`src/skinny_cfg.svh`:
```
`ifndef SKINNY_CFG_SVH
`define SKINNY_CFG_SVH

// SKINNY-128-384+ round count, as used by Romulus
`define SKINNY_ROUNDS 40

`define SKINNY_BLOCK_W 128
`define SKINNY_CELL_W 8

// Round constant LFSR
`define SKINNY_RC_W 6

// Wide enough to count up to SKINNY_ROUNDS
`define SKINNY_ROUND_W 6

`endif
```
`src/skinny_ctrl_pkg.sv`:
```
`default_nettype none

`include "skinny_cfg.svh"

package skinny_ctrl_pkg;

   typedef enum logic [1:0] {
      st_idle,
      st_run,
      st_done
   } ctrl_state_t;

   typedef logic [`SKINNY_ROUND_W-1:0] round_t;

endpackage

`default_nettype wire

```
`src/skinny_data_pkg.sv`:
```
`default_nettype none

`include "skinny_cfg.svh"

package skinny_data_pkg;

   // Cell 0 sits in the top byte, cells run row-major
   typedef logic [`SKINNY_BLOCK_W-1:0] block_t;

   typedef logic [`SKINNY_CELL_W-1:0] cell_t;

   typedef logic [`SKINNY_RC_W-1:0] rc_t;

   typedef struct packed {
      block_t tk1; // Counter / tweak word
      block_t tk2; // Tweak word
      block_t tk3; // Key word
   } tweakey_t;

endpackage

`default_nettype wire

```
`src/skinny_core.sv`:
```
`timescale 1ns/10ps
`default_nettype none

module skinny_core (
   input  wire logic                     clk,
   input  wire logic                     rst,
   input  wire logic                     start,
   input  wire skinny_data_pkg::block_t   plaintext,
   input  wire skinny_data_pkg::tweakey_t tweakey,
   output logic                          busy,
   output logic                          done,
   output skinny_data_pkg::block_t        ciphertext
);
   import skinny_data_pkg::*;

   logic     load;
   logic     advance;
   logic     last_round;
   rc_t      rc;
   tweakey_t round_tk;

   skinny_round_ctrl u_ctrl (
      .clk        (clk),
      .rst        (rst),
      .start      (start),
      .last_round (last_round),
      .load       (load),
      .advance    (advance),
      .busy       (busy),
      .done       (done)
   );

   skinny_round_counter u_counter (
      .clk        (clk),
      .rst        (rst),
      .load       (load),
      .advance    (advance),
      .rc         (rc),
      .last_round (last_round)
   );

   skinny_tweakey_schedule u_schedule (
      .clk      (clk),
      .rst      (rst),
      .load     (load),
      .advance  (advance),
      .tweakey  (tweakey),
      .round_tk (round_tk)
   );

   skinny_round_datapath u_datapath (
      .clk        (clk),
      .rst        (rst),
      .load       (load),
      .advance    (advance),
      .plaintext  (plaintext),
      .round_tk   (round_tk),
      .rc         (rc),
      .ciphertext (ciphertext)
   );

endmodule

`default_nettype wire

```
`src/skinny_tweakey_schedule.sv`:
```
`timescale 1ns/10ps
`default_nettype none

`include "skinny_cfg.svh"

module skinny_tweakey_schedule (
   input  wire logic                     clk,
   input  wire logic                     rst,
   input  wire logic                     load,
   input  wire logic                     advance,
   input  wire skinny_data_pkg::tweakey_t tweakey,
   output skinny_data_pkg::tweakey_t      round_tk
);
   import skinny_data_pkg::*;

   localparam int W     = `SKINNY_BLOCK_W;
   localparam int CW    = `SKINNY_CELL_W;
   localparam int CELLS = W / CW;

   // Source cell for each destination cell
   localparam int PERM [CELLS] = '{9, 15, 8, 13, 10, 14, 12, 11, 0, 1, 2, 3, 4, 5, 6, 7};

   tweakey_t tk_q;
   tweakey_t tk_p;
   tweakey_t tk_nxt;

   function automatic block_t permute(input block_t ki);
      block_t ko;
      for (int p = 0; p < CELLS; p++) begin
         ko[W-1-p*CW -: CW] = ki[W-1-PERM[p]*CW -: CW];
      end
      return ko;
   endfunction

   function automatic cell_t lfsr2(input cell_t x);
      return {x[6:0], x[7] ^ x[5]};
   endfunction

   function automatic cell_t lfsr3(input cell_t x);
      return {x[0] ^ x[6], x[7:1]};
   endfunction

   always_comb begin
      tk_p.tk1 = permute(tk_q.tk1);
      tk_p.tk2 = permute(tk_q.tk2);
      tk_p.tk3 = permute(tk_q.tk3);
      tk_nxt   = tk_p; // TK1 only permuted
      for (int p = 0; p < CELLS / 2; p++) begin
         tk_nxt.tk2[W-1-p*CW -: CW] = lfsr2(tk_p.tk2[W-1-p*CW -: CW]);
         tk_nxt.tk3[W-1-p*CW -: CW] = lfsr3(tk_p.tk3[W-1-p*CW -: CW]);
      end
   end

   always_ff @(posedge clk) begin
      if (rst) begin
         tk_q <= '0;
      end else if (load) begin
         tk_q <= tweakey;
      end else if (advance) begin
         tk_q <= tk_nxt;
      end
   end

   assign round_tk = tk_q;

endmodule

`default_nettype wire

```
`src/skinny_round_datapath.sv`:
```
`timescale 1ns/10ps
`default_nettype none

`include "skinny_cfg.svh"

module skinny_round_datapath (
   input  wire logic                     clk,
   input  wire logic                     rst,
   input  wire logic                     load,
   input  wire logic                     advance,
   input  wire skinny_data_pkg::block_t   plaintext,
   input  wire skinny_data_pkg::tweakey_t round_tk,
   input  wire skinny_data_pkg::rc_t      rc,
   output skinny_data_pkg::block_t        ciphertext
);
   import skinny_data_pkg::*;

   block_t state_q;
   block_t sb;
   block_t tk_x;
   block_t rtk;
   block_t atk;
   block_t shr;
   block_t mxc;

   skinny_sbox_layer u_sbox (
      .state_in  (state_q),
      .state_out (sb)
   );

   assign tk_x = round_tk.tk1 ^ round_tk.tk2 ^ round_tk.tk3;

   // Top two rows of tweakey, constant in cells 0, 4 and 8
   assign rtk = {tk_x[127:64], 64'h0} ^
                {4'h0, rc[3:0], 24'h0, 6'h0, rc[5:4], 24'h0, 8'h02, 56'h0};

   assign atk = sb ^ rtk;

   // Row r rotated right by r cells
   assign shr[127:96] = atk[127:96];
   assign shr[95:64]  = {atk[71:64], atk[95:72]};
   assign shr[63:32]  = {atk[47:32], atk[63:48]};
   assign shr[31:0]   = {atk[23:0], atk[31:24]};

   assign mxc[127:96] = shr[127:96] ^ shr[63:32] ^ shr[31:0];
   assign mxc[95:64]  = shr[127:96];
   assign mxc[63:32]  = shr[95:64] ^ shr[63:32];
   assign mxc[31:0]   = shr[127:96] ^ shr[63:32];

   always_ff @(posedge clk) begin
      if (rst) begin
         state_q <= '0;
      end else if (load) begin
         state_q <= plaintext;
      end else if (advance) begin
         state_q <= mxc; // One full round
      end
   end

   assign ciphertext = state_q;

endmodule

`default_nettype wire

```
`src/skinny_sbox_layer.sv`:
```
`timescale 1ns/10ps
`default_nettype none

`include "skinny_cfg.svh"

module skinny_sbox_layer (
   input  wire skinny_data_pkg::block_t state_in,
   output skinny_data_pkg::block_t      state_out
);
   import skinny_data_pkg::*;

   localparam int CW    = `SKINNY_CELL_W;
   localparam int CELLS = `SKINNY_BLOCK_W / CW;

   // (x nor y) xor z
   function automatic logic cfn(input logic x, input logic y, input logic z);
      return ~(x | y) ^ z;
   endfunction

   function automatic cell_t sbox8(input cell_t si);
      logic [7:0] a;
      a[0] = cfn(si[7], si[6], si[4]);
      a[1] = cfn(si[3], si[2], si[0]);
      a[2] = cfn(si[2], si[1], si[6]);
      a[3] = cfn(a[0], a[1], si[5]);
      a[4] = cfn(a[1], si[3], si[1]);
      a[5] = cfn(a[2], a[3], si[7]);
      a[6] = cfn(a[3], a[0], si[3]);
      a[7] = cfn(a[4], a[5], si[2]);
      // Output bit order
      return {a[3], a[0], a[1], a[6], a[4], a[2], a[5], a[7]};
   endfunction

   for (genvar i = 0; i < CELLS; i++) begin : g_cell
      assign state_out[i*CW +: CW] = sbox8(state_in[i*CW +: CW]);
   end

endmodule

`default_nettype wire

```
`src/skinny_round_counter.sv`:
```
`timescale 1ns/10ps
`default_nettype none

`include "skinny_cfg.svh"

module skinny_round_counter (
   input  wire logic            clk,
   input  wire logic            rst,
   input  wire logic            load,
   input  wire logic            advance,
   output skinny_data_pkg::rc_t rc,
   output logic                 last_round
);
   import skinny_data_pkg::*;
   import skinny_ctrl_pkg::*;

   round_t round_idx;
   rc_t    lfsr;

   // Already stepped, first round sees 0x01
   assign rc = {lfsr[4:0], lfsr[5] ^ lfsr[4] ^ 1'b1};

   assign last_round = (round_idx == round_t'(`SKINNY_ROUNDS - 1));

   always_ff @(posedge clk) begin
      if (rst || load) begin
         round_idx <= '0;
         lfsr      <= '0;
      end else if (advance) begin
         round_idx <= round_idx + 1'b1;
         lfsr      <= rc;
      end
   end

   // Relies on the FSM dropping advance after the last round
   a_idx_bound: assert property (@(posedge clk) disable iff (rst)
      round_idx <= round_t'(`SKINNY_ROUNDS));

endmodule

`default_nettype wire

```
`src/skinny_round_ctrl.sv`:
```
`timescale 1ns/10ps
`default_nettype none

`include "skinny_cfg.svh"

module skinny_round_ctrl (
   input  wire logic clk,
   input  wire logic rst,
   input  wire logic start,
   input  wire logic last_round,
   output logic      load,
   output logic      advance,
   output logic      busy,
   output logic      done
);
   import skinny_ctrl_pkg::*;

   ctrl_state_t state;
   ctrl_state_t state_nxt;

   assign load    = (state == st_idle) && start; // Start ignored unless idle
   assign advance = (state == st_run);
   assign busy    = (state == st_run);
   assign done    = (state == st_done);

   always_comb begin
      state_nxt = state;
      case (state)
         st_idle: begin
            if (start) begin
               state_nxt = st_run;
            end
         end
         st_run: begin
            if (last_round) begin
               state_nxt = st_done;
            end
         end
         default: state_nxt = st_idle; // Done lasts one cycle
      endcase
   end

   always_ff @(posedge clk) begin
      if (rst) begin
         state <= st_idle;
      end else begin
         state <= state_nxt;
      end
   end

   // Accepted start gives exactly ROUNDS busy cycles, then done
   a_load_to_done: assert property (@(posedge clk) disable iff (rst)
      load |=> busy [*`SKINNY_ROUNDS] ##1 done);

   // Counter only flags the final round while rounds are running
   a_last_in_run: assert property (@(posedge clk) disable iff (rst)
      last_round |-> busy);

endmodule

`default_nettype wire

```
`config.mk`:
```
export PLATFORM = sky130hd
export DESIGN_NAME = skinny_core
export DESIGN_NICKNAME = d
export VERILOG_FILES = /design/src/skinny_ctrl_pkg.sv /design/src/skinny_data_pkg.sv /design/src/skinny_core.sv /design/src/skinny_tweakey_schedule.sv /design/src/skinny_round_datapath.sv /design/src/skinny_sbox_layer.sv /design/src/skinny_round_counter.sv /design/src/skinny_round_ctrl.sv
export VERILOG_INCLUDE_DIRS = /design/src
export SDC_FILE = /design/constraint.sdc
export NUM_CORES = 1
export LEC_CHECK = 0
export ABC_AREA = 0
export BUFFER_PORTS_ARGS = -buffer_cell sky130_fd_sc_hd__buf_4
export CAP_MARGIN = 20
export CORE_MARGIN = 5
export CORE_UTILIZATION = 45
export CTS_CLUSTER_SIZE = 25
export DETAILED_ROUTE_END_ITERATION = 8
export HOLD_SLACK_MARGIN = 0.08
export PLACE_DENSITY_LB_ADDON = 0.05
export RECOVER_POWER = 100
export SYNTH_ARGS = -nofsm -noshare
export SYNTH_HDL_FRONTEND = slang
export SYNTH_SLANG_ARGS = --single-unit
```
`constraint.sdc`:
```
create_clock -name clk -period 7 [get_ports clk]
set_clock_uncertainty 0.2 [all_clocks]
set_input_delay 2.1 -clock clk [delete_from_list [all_inputs] [get_ports clk]]
set_output_delay 2.1 -clock clk [all_outputs]
set_load 0.03 [all_outputs]
```
==> reports/summary.log <==
[status] run status complete, but fails checks
[status] violations in the final reports capacitance limit, slew limit
[setup_path] crit path capture type register
[power_and_ir_drop] switching pwr 6100 uW
[route] DR vias 28,166
[hold_path] number of instances on the worst hold path 2
[cts] CTS clock-pin slew for the worst setup and hold paths 0.06 ns
[cts] clock net sink count 526
[die] DIE HEIGHT 257 um
[run] max_cap viols 7
[route] Pre-antenna DRT Iters 5
[power_and_ir_drop] combinational share of power 0.465
[setup_path] type of origin of the critical path input port
[yosys] Mapped Nets 4,076
[setup_path] largest incremental delay on the critical path 1.89 ns
[sta] RSZ-0062 raised after global routing false
[route] Detail Route Antenna Nets 0
[finish] number of cells in the finished layout apart from fillers 4,822
[sta] Final min period 5.45 ns
[setup_path] critical path data arrival time 5.79 ns
[cts] setup fix buffers added after clock tree synthesis 0
[route] average wire per cell in the routed design 25.6 um
[die] width of the chip 257 um
[power_and_ir_drop] Pwr per Cell Area 411 nW/um2
[sta] final max-slew violation count 590
[route] routed via count divided by cell count 5.84
[global_route] global route total overflow 0
[cts] clock latency reported for the late side of the worst-skew pair 0.64 ns
[setup_path] critical path's top delay family buffers and inverters
[setup_path] total stage count of the critical path 5
[sta] worst path setup slack after routing 1.55 ns
[yosys] Synth warnings 0
[finish] number of fillers in the final layout 6,041
[setup_path] critical path class in -> reg
[route] detailed router's first-iteration violation count 3,054
[yosys] dominant synthesized flop cell sky130_fd_sc_hd__dfxtp_1
[power_and_ir_drop] clock share of power 0.233
[global_route] number of antenna violations at the first check in global routing 7
[route] remaining design rule violation count 0
[die] ports placed on the boundary 645
[setup_path] slowest stage cell, crit path sky130_fd_sc_hd__clkbuf_4
[sta] final period utilization 0.778
[yosys] Synth area leaders sky130_fd_sc_hd__dfxtp_1, sky130_fd_sc_hd__a311oi_1, sky130_fd_sc_hd__nand2_1
[cts] cells resized by post-CTS repair 0
[finish] layout cells sized above 1 0.162
[yosys] cell accounting for the most synthesized area sky130_fd_sc_hd__dfxtp_1
[yosys] distinct cell type count of the synthesized netlist 58
[yosys] synthesized cell area 27,500 um2
[sta] tightest slew margin relative to the limit -1.05
[cts] clock tree buffer depth 3
[sta] slew at the pin closest to its max-slew limit 3.07 ns
[power_and_ir_drop] Cell Int Power 7840 uW
[place] global placement routability congestion 0.954
[sta] final total negative setup slack 0 ns
[power_and_ir_drop] proportion of total power due to net switching 0.438
[hold_path] path category of the worst min-delay check reg -> reg
[cts] TritonCTS clock tree yes
[place] Placed Cells 4,714
[yosys] library cell with the highest instance count after synthesis sky130_fd_sc_hd__nand2_1
[setup_path] data required time of the critical path 7.35 ns
[yosys] fraction of synthesized cell area taken by the top area cell type 0.383
[sta] Fmax 0.184 GHz
[yosys] gate count after technology mapping 3,560
[global_route] overall global routing resource usage 0.351
[cts] H-tree depth 2
[global_route] via count of the first global-routing pass 26,153
[die] Initial Util 0.455
[yosys] share of the yosys chip area belonging to registers 0.383
[die] die area 66,100 um2
[sta] Final Hold Violating Endpoints 0
[finish] final core utilization 0.563
[sta] number of endpoints failing setup at the final stage 0
[yosys] number of enable flip-flop cells after synthesis 0
[die] # rows 90
[yosys] commonest cells in the netlist sky130_fd_sc_hd__nand2_1, sky130_fd_sc_hd__dfxtp_1, sky130_fd_sc_hd__nor2_1
[cts] number of buffers inserted during clock tree synthesis 58
[finish] Synth-to-Final Area Change 23.7%
[place] post-placement setup slack 2.17 ns
[power_and_ir_drop] portion of total power attributed to sequential cells 0.303
[place] Post-DP HPWL 94,300 um
[power_and_ir_drop] maximum VDD drop 0.000238 V
[global_route] largest net degree at the start of global routing 226
[yosys] async set-reset flop share out of synthesis 0
[die] placeable core region 60,400 um2
[cts] CTS Hold Buffers Added 0
[cts] Clk Tree Root Cell sky130_fd_sc_hd__clkbuf_16
[setup_path] critical path fanouts, max 225
[route] Post-Route WL 123,000 um
[setup_path] Bufs and invs on worst path 2
[place] count of input and output buffers 644
[yosys] number of synthesized register bits 526
[power_and_ir_drop] leakage 0.0133 uW
[setup_path] reg2reg path depth 6
[global_route] first-pass GRT wire length 176,000 um
[finish] Total Nets Final 4,508
[yosys] mean post-synth cell area 7.71 um2
[sta] Hold Slack 0.257 ns
[setup_path] sequence of cells on the critical path clkbuf_1 -> nand2_4 -> clkbuf_4 -> nand2_1 -> a311oi_1
==> metrics by stage <==
stage          cell area (um2)  total power (uW)
2_1_floorplan            27500              8390
3_3_place_gp             32500             10800
3_5_place_dp             32500             10800
4_1_cts                  34500             14100
5_1_grt                  34000             14500
6_report                 34000             13900
==> cell type report <==
cell class,instances,area [um2],share of cell area
multi-input cells,2729,15800,0.464
clock inverters,20,263,0.00774
inverters,10,38.8,0.00114
clock buffers,84,1740,0.0512
repair buffers,667,4630,0.136
flip-flops and latches,526,10500,0.310
diodes,4,10.0,0.000295
well taps,782,978,0.0288
==> metal layers <==
metal	up-vias	track usage	part of all wire
met5	-	0	0.00046
met1	13442	0.451	0.40
met3	234	0.0610	0.077
met4	8	0.160	0.055
met2	1240	0.580	0.47
li1	13242	-	-
==> flip-flops by register name, summed over array words and instances, names as in the netlist <==
| register | count |
|---|---|
| u_counter.round_idx | 6 |
| u_ctrl.state | 2 |
| u_schedule.round_tk | 384 |
| u_datapath.ciphertext | 128 |
| u_counter.lfsr | 6 |
==> final timing paths <==
check                                start                       end  slack, ns
setup / recovery                     start  u_schedule.round_tk[163]       1.55
setup reg to reg           u_ctrl.state[1]  u_schedule.round_tk[263]       1.97
hold / removal    u_schedule.round_tk[269]  u_schedule.round_tk[269]       0.26
hold reg to reg   u_schedule.round_tk[269]  u_schedule.round_tk[269]       0.26
==> cells by family after synthesis <==
family                     after synthesis  synth area share
DFF                                    526             0.383
muxes                                   23           0.00852
and+or+nand+nor                       1619             0.241
xor gates and xnor gates               397             0.130
adders and majority gates                1          0.000456
AOI/OAI and AO/OA                      689             0.194
buffers and inverters                  305            0.0426
==> worst min-delay path: cells and delay by family (launching register included) <==
kind | cells | cell delay (ns)
compound gates | 1 | 0.05
simple gates | 1 | 0.05
flops | 1 | 0.31
==> cell usage in the layout (no fill, tap or decap), drive strengths merged, types with 67 or more instances in the layout <==
cell type  Yosys  final
o21ai         74     74
dfxtp        526    526
xor2         105    105
clkbuf       268    221
nor2         511    511
a21oi         67     67
a311oi       395    395
xnor2        285    285
buf           27    530
nand2        901    901
==> power by group through the flow <==
stage	clock network [uW]	logic, uW	registers, uW
6_report	3240	6480	4220
5_1_grt	3390	6880	4260
3_3_place_gp	0	6550	4260
3_5_place_dp	0	6590	4260
2_1_floorplan	0	4080	4310
4_1_cts	3260	6610	4200
No activity file was read; power rests on OpenSTA's default activity.
